File: src/source/dfTypesPkg.sv
//------------------------------
// Datapath types for the decimation chain
// Sample, accumulator and coefficient vectors,
// half-band taps, CIC order, saturation helper
//------------------------------
package dfTypesPkg;
    localparam int sampleWidth = 18;
    localparam int sampleFrac = 17;
    localparam int cicAccWidth = 48;
    localparam int hbAccWidth = 40;
    localparam int hbTaps = 11;
    localparam int cicOrder = 3;

    typedef logic signed [sampleWidth-1:0] sampleT;
    typedef logic signed [cicAccWidth-1:0] cicAccT;
    typedef logic signed [hbAccWidth-1:0] hbAccT;
    typedef logic signed [sampleWidth-1:0] hbCoefT;

    // Outer taps sum to one quarter, centre tap is one half
    localparam hbCoefT hbCoef0 = 18'sd1536;
    localparam hbCoefT hbCoef2 = -18'sd7640;
    localparam hbCoefT hbCoef4 = 18'sd38872;

    // Clamp a wide signed value into the sample range
    function automatic sampleT satSample(input cicAccT value);
        cicAccT maxVal;
        cicAccT minVal;
        maxVal = cicAccT'(2 ** (sampleWidth - 1) - 1);
        minVal = -cicAccT'(2 ** (sampleWidth - 1));
        if (value > maxVal) begin
            return sampleT'(maxVal);
        end else if (value < minVal) begin
            return sampleT'(minVal);
        end
        return sampleT'(value);
    endfunction
endpackage

File: src/source/dfRegMapPkg.sv
//------------------------------
// Register map of the filter space
// Bus types, addresses, field positions,
// reset values
//------------------------------
package dfRegMapPkg;
    typedef logic [12:0] regAddrT;
    typedef logic [31:0] busWordT;
    typedef logic [14:0] rateT;
    typedef logic [5:0] shiftT;

    // Sixteen word block at 0x200
    localparam regAddrT dfSpaceMask = 13'h1ff0;
    localparam regAddrT ctrlAddr = 13'h0200;
    localparam regAddrT cicAddr = 13'h0201;

    // Control register bits
    localparam int bypassHb0Bit = 0;
    localparam int bypassCicBit = 1;
    localparam int bypassHb1Bit = 2;

    // CIC register fields
    localparam int rateLsb = 0;
    localparam int shiftLsb = 16;

    // All stages bypassed, rate 4 with shift 6
    localparam busWordT ctrlReset = 32'h0000_0007;
    localparam busWordT cicReset = 32'h0006_0004;
endpackage

File: src/source/dfCfgIf.sv
//------------------------------
// Configuration bundle from the
// register bank to the datapath
//------------------------------
`timescale 1ns/1ps

interface dfCfgIf;
    logic bypassHb0;
    logic bypassCic;
    logic bypassHb1;
    dfRegMapPkg::rateT cicRate;
    dfRegMapPkg::shiftT cicShift;

    modport regs (
        output bypassHb0, bypassCic, bypassHb1,
        output cicRate, cicShift
    );

    modport filt (
        input bypassHb0, bypassCic, bypassHb1,
        input cicRate, cicShift
    );
endinterface

File: src/source/dfRegs.sv
//------------------------------
// Control and CIC registers with
// byte lane writes and read-back mux
//------------------------------
`timescale 1ns/1ps

module dfRegs (
    input  logic                  clk,
    input  logic                  rstN,
    input  logic                  cs,
    input  dfRegMapPkg::regAddrT  addr,
    input  dfRegMapPkg::busWordT  din,
    input  logic                  wr0,
    input  logic                  wr1,
    input  logic                  wr2,
    input  logic                  wr3,
    output dfRegMapPkg::busWordT  dout,
    dfCfgIf.regs                  cfg
);
    dfRegMapPkg::busWordT ctrlReg;
    dfRegMapPkg::busWordT cicReg;
    logic [3:0] laneWr;
    logic ctrlSel;
    logic cicSel;

    // Replace only the bytes whose lane strobe is set
    function automatic dfRegMapPkg::busWordT mergeLanes(
        input dfRegMapPkg::busWordT cur,
        input dfRegMapPkg::busWordT wdata,
        input logic [3:0] lanes
    );
        dfRegMapPkg::busWordT merged;
        merged = cur;
        for (int b = 0; b < 4; b++) begin
            if (lanes[b]) begin
                merged[8*b +: 8] = wdata[8*b +: 8];
            end
        end
        return merged;
    endfunction

    assign laneWr = {wr3, wr2, wr1, wr0};
    assign ctrlSel = cs && (addr == dfRegMapPkg::ctrlAddr);
    assign cicSel = cs && (addr == dfRegMapPkg::cicAddr);

    always_ff @(posedge clk) begin
        if (!rstN) begin
            ctrlReg <= dfRegMapPkg::ctrlReset;
            cicReg <= dfRegMapPkg::cicReset;
        end else begin
            if (ctrlSel) begin
                ctrlReg <= mergeLanes(ctrlReg, din, laneWr);
            end
            if (cicSel) begin
                cicReg <= mergeLanes(cicReg, din, laneWr);
            end
        end
    end

    // Unmapped words and other spaces read as zero
    always_comb begin
        dout = '0;
        if (ctrlSel) begin
            dout = ctrlReg;
        end else if (cicSel) begin
            dout = cicReg;
        end
    end

    // Field extraction toward the datapath
    assign cfg.bypassHb0 = ctrlReg[dfRegMapPkg::bypassHb0Bit];
    assign cfg.bypassCic = ctrlReg[dfRegMapPkg::bypassCicBit];
    assign cfg.bypassHb1 = ctrlReg[dfRegMapPkg::bypassHb1Bit];
    assign cfg.cicRate = cicReg[dfRegMapPkg::rateLsb +: $bits(dfRegMapPkg::rateT)];
    assign cfg.cicShift = cicReg[dfRegMapPkg::shiftLsb +: $bits(dfRegMapPkg::shiftT)];
endmodule

File: src/source/halfbandDecimate.sv
//------------------------------
// 11-tap half-band filter, decimate by 2
// Symmetric pair adds, fixed taps,
// rounding and saturation
//------------------------------
`timescale 1ns/1ps

module halfbandDecimate (
    input  logic                clk,
    input  logic                rstN,
    input  logic                strobe,
    input  dfTypesPkg::sampleT  din,
    output logic                strobeOut,
    output dfTypesPkg::sampleT  dout
);
    localparam int lastTap = dfTypesPkg::hbTaps - 1;
    localparam int centreTap = dfTypesPkg::hbTaps / 2;

    dfTypesPkg::sampleT line [dfTypesPkg::hbTaps];
    logic phase;
    logic signed [dfTypesPkg::sampleWidth:0] pairOuter;
    logic signed [dfTypesPkg::sampleWidth:0] pairMid;
    logic signed [dfTypesPkg::sampleWidth:0] pairInner;
    dfTypesPkg::hbAccT acc;
    dfTypesPkg::hbAccT rounded;

    // Delay line with the newest sample in line[0]
    always_ff @(posedge clk) begin
        if (!rstN) begin
            for (int i = 0; i < dfTypesPkg::hbTaps; i++) begin
                line[i] <= '0;
            end
        end else if (strobe) begin
            line[0] <= din;
            for (int i = 1; i < dfTypesPkg::hbTaps; i++) begin
                line[i] <= line[i-1];
            end
        end
    end

    // Every second accepted sample produces a result
    always_ff @(posedge clk) begin
        if (!rstN) begin
            phase <= 1'b0;
            strobeOut <= 1'b0;
        end else begin
            strobeOut <= strobe & phase;
            if (strobe) begin
                phase <= ~phase;
            end
        end
    end

    // Odd taps other than the centre are zero
    always_comb begin
        pairOuter = line[0] + line[lastTap];
        pairMid = line[2] + line[lastTap-2];
        pairInner = line[4] + line[lastTap-4];
    end

    // Q34 sum with the centre tap of one half done as a shift
    always_comb begin
        acc = pairOuter * dfTypesPkg::hbCoef0
            + pairMid * dfTypesPkg::hbCoef2
            + pairInner * dfTypesPkg::hbCoef4
            + (dfTypesPkg::hbAccT'(line[centreTap]) <<< (dfTypesPkg::sampleFrac - 1));
        rounded = (acc + (dfTypesPkg::hbAccT'(1) <<< (dfTypesPkg::sampleFrac - 1)))
            >>> dfTypesPkg::sampleFrac;
    end

    // Line only moves on a strobe, so this holds while strobeOut is high
    assign dout = dfTypesPkg::satSample(dfTypesPkg::cicAccT'(rounded));
endmodule

File: src/source/cicDecimator.sv
//------------------------------
// Third-order CIC decimator
// Programmable rate, output gain shift,
// saturation to sample width
//------------------------------
`timescale 1ns/1ps

module cicDecimator (
    input  logic                 clk,
    input  logic                 rstN,
    input  logic                 strobe,
    input  dfTypesPkg::sampleT   din,
    input  dfRegMapPkg::rateT    rate,
    input  dfRegMapPkg::shiftT   shift,
    output logic                 strobeOut,
    output dfTypesPkg::sampleT   dout
);
    dfTypesPkg::cicAccT integ [dfTypesPkg::cicOrder];
    dfTypesPkg::cicAccT combDly [dfTypesPkg::cicOrder];
    dfTypesPkg::cicAccT combStage [dfTypesPkg::cicOrder + 1];
    dfTypesPkg::cicAccT scaled;
    dfRegMapPkg::rateT count;
    logic tick;

    // Decimation point when the down-counter has run out
    assign tick = strobe && (count == '0);

    always_ff @(posedge clk) begin
        if (!rstN) begin
            count <= '0;
        end else if (strobe) begin
            if (count == '0) begin
                count <= rate - 1'b1;
            end else begin
                count <= count - 1'b1;
            end
        end
    end

    // Integrator cascade at the input rate
    always_ff @(posedge clk) begin
        if (!rstN) begin
            for (int k = 0; k < dfTypesPkg::cicOrder; k++) begin
                integ[k] <= '0;
            end
        end else if (strobe) begin
            integ[0] <= integ[0] + dfTypesPkg::cicAccT'(din);
            for (int k = 1; k < dfTypesPkg::cicOrder; k++) begin
                integ[k] <= integ[k] + integ[k-1];
            end
        end
    end

    // Comb cascade on the decimated samples
    always_comb begin
        combStage[0] = integ[dfTypesPkg::cicOrder - 1];
        for (int k = 0; k < dfTypesPkg::cicOrder; k++) begin
            combStage[k+1] = combStage[k] - combDly[k];
        end
    end

    always_ff @(posedge clk) begin
        if (!rstN) begin
            for (int k = 0; k < dfTypesPkg::cicOrder; k++) begin
                combDly[k] <= '0;
            end
        end else if (tick) begin
            for (int k = 0; k < dfTypesPkg::cicOrder; k++) begin
                combDly[k] <= combStage[k];
            end
        end
    end

    // Gain of rate cubed removed by the shift
    assign scaled = combStage[dfTypesPkg::cicOrder] >>> shift;

    always_ff @(posedge clk) begin
        if (!rstN) begin
            strobeOut <= 1'b0;
        end else begin
            strobeOut <= tick;
        end
    end

    always_ff @(posedge clk) begin
        if (tick) begin
            dout <= dfTypesPkg::satSample(scaled);
        end
    end
endmodule

File: src/source/decimatingFilter.sv
//------------------------------
// Decimating filter channel top
// Address decode, register bank,
// bypass routing, hb0 / CIC / hb1 chain,
// output register
//------------------------------
`timescale 1ns/1ps

module decimatingFilter (
    input  logic                  clk,
    input  logic                  rstN,
    input  logic                  clkEn,
    input  dfTypesPkg::sampleT    rx,
    input  dfRegMapPkg::regAddrT  addr,
    input  dfRegMapPkg::busWordT  din,
    input  logic                  wr0,
    input  logic                  wr1,
    input  logic                  wr2,
    input  logic                  wr3,
    output dfRegMapPkg::busWordT  dout,
    output logic                  clkEnOut,
    output dfTypesPkg::sampleT    dfOut
);
    logic dfSpace;
    dfTypesPkg::sampleT hb0In;
    dfTypesPkg::sampleT hb0Out;
    dfTypesPkg::sampleT cicIn;
    dfTypesPkg::sampleT cicOut;
    dfTypesPkg::sampleT hb1In;
    dfTypesPkg::sampleT hb1Out;
    dfTypesPkg::sampleT afterHb0;
    dfTypesPkg::sampleT afterCic;
    dfTypesPkg::sampleT afterHb1;
    logic hb0ClkEn;
    logic hb0ClkEnOut;
    logic cicClkEn;
    logic cicClkEnOut;
    logic hb1ClkEn;
    logic hb1ClkEnOut;
    logic afterHb0En;
    logic afterCicEn;
    logic afterHb1En;

    dfCfgIf cfg ();

    assign dfSpace = (addr & dfRegMapPkg::dfSpaceMask)
        == (dfRegMapPkg::ctrlAddr & dfRegMapPkg::dfSpaceMask);

    dfRegs ctrlRegs (
        .clk(clk), .rstN(rstN), .cs(dfSpace),
        .addr(addr), .din(din),
        .wr0(wr0), .wr1(wr1), .wr2(wr2), .wr3(wr3),
        .dout(dout), .cfg(cfg)
    );

    // Nearest live source after each stage position
    always_comb begin
        afterHb0 = cfg.bypassHb0 ? rx : hb0Out;
        afterHb0En = cfg.bypassHb0 ? clkEn : hb0ClkEnOut;
        afterCic = cfg.bypassCic ? afterHb0 : cicOut;
        afterCicEn = cfg.bypassCic ? afterHb0En : cicClkEnOut;
        afterHb1 = cfg.bypassHb1 ? afterCic : hb1Out;
        afterHb1En = cfg.bypassHb1 ? afterCicEn : hb1ClkEnOut;
    end

    // Stage input strobes, held low while the stage is bypassed
    always_ff @(posedge clk) begin
        if (!rstN) begin
            hb0ClkEn <= 1'b0;
            cicClkEn <= 1'b0;
            hb1ClkEn <= 1'b0;
            clkEnOut <= 1'b0;
        end else begin
            hb0ClkEn <= clkEn & ~cfg.bypassHb0;
            cicClkEn <= afterHb0En & ~cfg.bypassCic;
            hb1ClkEn <= afterCicEn & ~cfg.bypassHb1;
            clkEnOut <= afterHb1En;
        end
    end

    // Zeroed data keeps a bypassed stage quiet
    always_ff @(posedge clk) begin
        hb0In <= cfg.bypassHb0 ? '0 : rx;
        cicIn <= cfg.bypassCic ? '0 : afterHb0;
        hb1In <= cfg.bypassHb1 ? '0 : afterCic;
        dfOut <= afterHb1;
    end

    halfbandDecimate hb0 (
        .clk(clk), .rstN(rstN), .strobe(hb0ClkEn), .din(hb0In),
        .strobeOut(hb0ClkEnOut), .dout(hb0Out)
    );

    cicDecimator cic (
        .clk(clk), .rstN(rstN), .strobe(cicClkEn), .din(cicIn),
        .rate(cfg.cicRate), .shift(cfg.cicShift),
        .strobeOut(cicClkEnOut), .dout(cicOut)
    );

    halfbandDecimate hb1 (
        .clk(clk), .rstN(rstN), .strobe(hb1ClkEn), .din(hb1In),
        .strobeOut(hb1ClkEnOut), .dout(hb1Out)
    );
endmodule

File: config.mk
export PLATFORM = sky130hd
export DESIGN_NAME = decimatingFilter
export DESIGN_NICKNAME = d
export VERILOG_FILES = /design/src/source/dfTypesPkg.sv /design/src/source/dfRegMapPkg.sv /design/src/source/dfCfgIf.sv /design/src/source/dfRegs.sv /design/src/source/halfbandDecimate.sv /design/src/source/cicDecimator.sv /design/src/source/decimatingFilter.sv
export SDC_FILE = /design/constraint.sdc
export NUM_CORES = 2
export LEC_CHECK = 0
export ABC_AREA = 0
export BUFFER_PORTS_ARGS = -buffer_cell sky130_fd_sc_hd__buf_2
export CORE_ASPECT_RATIO = 1.1
export CORE_MARGIN = 2
export CORE_UTILIZATION = 55
export DETAILED_ROUTE_END_ITERATION = 12
export GPL_TIMING_DRIVEN = 0
export HOLD_SLACK_MARGIN = 0.02
export PLACE_DENSITY = 0.71
export SLEW_MARGIN = 20
export SYNTH_ARGS = -nofsm -noshare
export SYNTH_HDL_FRONTEND = slang
export SYNTH_HIERARCHICAL = 1
export SYNTH_SLANG_ARGS = --single-unit
File: constraint.sdc
create_clock -name clk -period 14.3 [get_ports clk]
set_input_delay 0 -clock clk [delete_from_list [all_inputs] [get_ports clk]]
set_output_delay 0 -clock clk [all_outputs]
set_load 0.005 [all_outputs]
==> impl_metrics.yaml <==
yosys:
  synth.distinct_cells: 126
  yosysMostFrequentCell: "ha_1"
  synth_area_sq_um: 81700
  synth_ff_type: "edfxtp_1"
  async_flop_share_pct: 0
  syn_area_per_cell_sq_um: 9.68
  synth_nets: 9914
  ys_ff_latch: 862
  yosys-top-cells-count: "ha_1, inv_1, edfxtp_1, nor2_1, a21oi_1"
  synth_area_leaders: "edfxtp_1, ha_1, fa_1"
  syn_inst: 8441
  yosysWarnings: 6
  yosysSeqAreaShare_pct: 29.7
  yosys.area.top_type: "edfxtp_1"
  synth_top_area_share_pct: 25.8
  synth_edf_count: 702
setup_path:
  cp_max_fo: 10
  worstSetupEndpointType: "flip-flop"
  crit_required_ns: 14.86
  start_kind: "flip-flop"
  arrival_ns: 14.27
  critPathLaunch: "hb1/line[6][0]"
  path_common_cell: "fa_1"
  critical_path_class: "reg2reg"
  critPathSlowestCell: "a221oi_2"
  timing.rr.start: "hb1/line[6][0]"
  worst_path_largest_cell_delay_ns: 0.62
placed_design:
  pre_cts_ws_ns: -0.0865
  port_buffers: 119
  gp_congestion: 0.973
  hpwl_um: 185000
global_routing:
  antenna_found_initial: 10
  grt_max_degree: 60
  overflow: 0
  track_usage_pct: 30.1
  grt_pass1_wl_um: 359000
  grt_pass1_vias: 65000
finish:
  fin_nets: 10200
  layout-drive-gt1-share_pct: 6.14
  postLayoutCoreUtil_pct: 60.6
  area_delta_synth_final_pct: 9.50
floorplanning:
  ios: 121
  die_w_um: 372
  start_util_pct: 55.3
  die_area_sq_um: 152000
  die_y_um: 408
  core-area_sq_um: 148000
  rows: 148
cts:
  cts.path.max_buffers: 3
  cts_buffers: 100
  clkTransAtPathRegs_ns: 0.06
  cts-root-buf: "clkbuf_16"
  clock_latency_ns: 0.75
  htree_levels: 3
  cts_tree: "built"
  cts.sinks: 862
flow_run:
  cap_violations: 0
drt:
  detail_route.wl_per_cell_um: 21.2
  drc: 0
  ant_nets: 0
  via_per_inst: 6.00
  dr.pass1.iters: 5
  routed_wirelength_um: 229000
  num_vias: 64800
  drt_iter0_drc: 4681
worst_hold_path:
  hold_class: "in2reg"
  hp-start: "addr[0]"
sta:
  worstMarginPinSlew_ns: 1.15
  slew_headroom_pct: 23.4
  finClkSkew_ns: 0.0411
  final-hold-violation-count: 0
  period_needed_ns: 13.70
  hold_slack_ns: 0.0982
  fin_ws_ns: 0.596
  max_freq_ghz: 0.0730
  period_share_pct: 95.8
  rsz0062_at_grt: "no"
  setup_violations: 0
  setup_tns_ns: 0
  drv_slew: 0
outcome:
  status: "completed"
-- flip-flops by register name, summed over array words and instances, names as in the netlist, 15 cells and up --
register          flops
hb1/line            198
cicIn                18
cic/dout             18
hb1In                18
ctrlRegs/cicReg      32
cic/combDly         144
dfOut                18
cic/count            15
ctrlRegs/ctrlReg     32
cic/integ           144
hb0/line            198
hb0In                18
-- path summary, 6_finish.rpt --
path                          end  depth (start not counted)  slack, ns
max                     dfOut[16]                         49       0.60
max reg2reg             dfOut[16]                         49       0.60
min reg2reg  ctrlRegs/ctrlReg[23]                          2       0.46
min           ctrlRegs/cicReg[17]                          4        0.1
-- area by class of cell --
type,count,area (sq um)
fillers,12500,58300
clock inverters,46,556
diodes,2,5.00
plain buffers,304,1370
multi-input cells,6431,53000
repair buffers,225,1840
well taps,1950,2440
flip-flops and latches,862,24300
clock buffers,142,2820
inverters,844,3170
-- metal layers --
metal  vias up  part of all wire (%)  track usage, %
met5         -                0.0092               0
met4         4                   4.6            12.3
met3       545                   5.7            4.10
met2      1911                    48            50.7
met1     31500                    42            38.8
li1      30900                     -               -
-- through the flow --
| step | std cells | cell area, sq um |
|---|---|---|
| finish | 10800 | 89500 |
| global route | 10800 | 89500 |
| CTS | 10800 | 89400 |
| detailed placement | 10500 | 85100 |
| global placement | 10500 | 84800 |
| floorplan | 8441 | 81700 |
-- worst max-delay path, delay by kind of cell (launching register included) --
family	cells	cell delay, ns
AOI/OAI and AO/OA	22	4.89
xor gates and xnor gates	3	1.01
adders and majority gates	13	5.15
buffers and inverters	7	1.12
DFF	1	0.41
and+or+nand+nor	4	0.94
-- cell families (layout without fill, tap and decap cells) --
kind of cell             Yosys count  count (layout)  share of synthesized area (%)
XOR/XNOR                         594             594                           6.44
other                              2               4                        0.00919
adder cells (fa/ha/maj)         1403            1403                           25.1
multiplexers                     196             196                           2.58
flip-flops                       862             862                           29.7
AND/OR/NAND/NOR                 2352            2352                           14.9
AO/OA/AOI/OAI                   1884            1884                           15.7
buffers and inverters           1148            1561                           5.55
-- layout by cell type (no fill, tap or decap), types with 129 or more instances in the layout --
cell type | Yosys | routed
o21ai_0 | 317 | 316
xor2_1 | 226 | 225
edfxtp_1 | 702 | 702
and2_1 | 179 | 179
nand2_1 | 453 | 452
nor2_1 | 526 | 526
a21oi_1 | 493 | 493
and3_1 | 487 | 487
nor3_1 | 129 | 129
inv_1 | 837 | 837
fa_1 | 394 | 394
clkbuf_1 | 224 | 251
dfxtp_1 | 160 | 159
xnor2_1 | 363 | 360
a21o_1 | 302 | 302
mux2i_1 | 160 | 160
ha_1 | 1009 | 1009
buf_2 | 28 | 147
-- what timing repair did --
action                                  4_1_cts  5_1_grt
endpoints found under the hold margin       111        0
gates resized for setup                       1        5
buffers inserted                              0        2
hold buffers                                 92        0
pin swaps                                     0        1
endpoints found under the setup margin        1       51
Power is not shown: default switching activity piles up to over one toggle a cycle in this logic, so the estimate is an artifact.
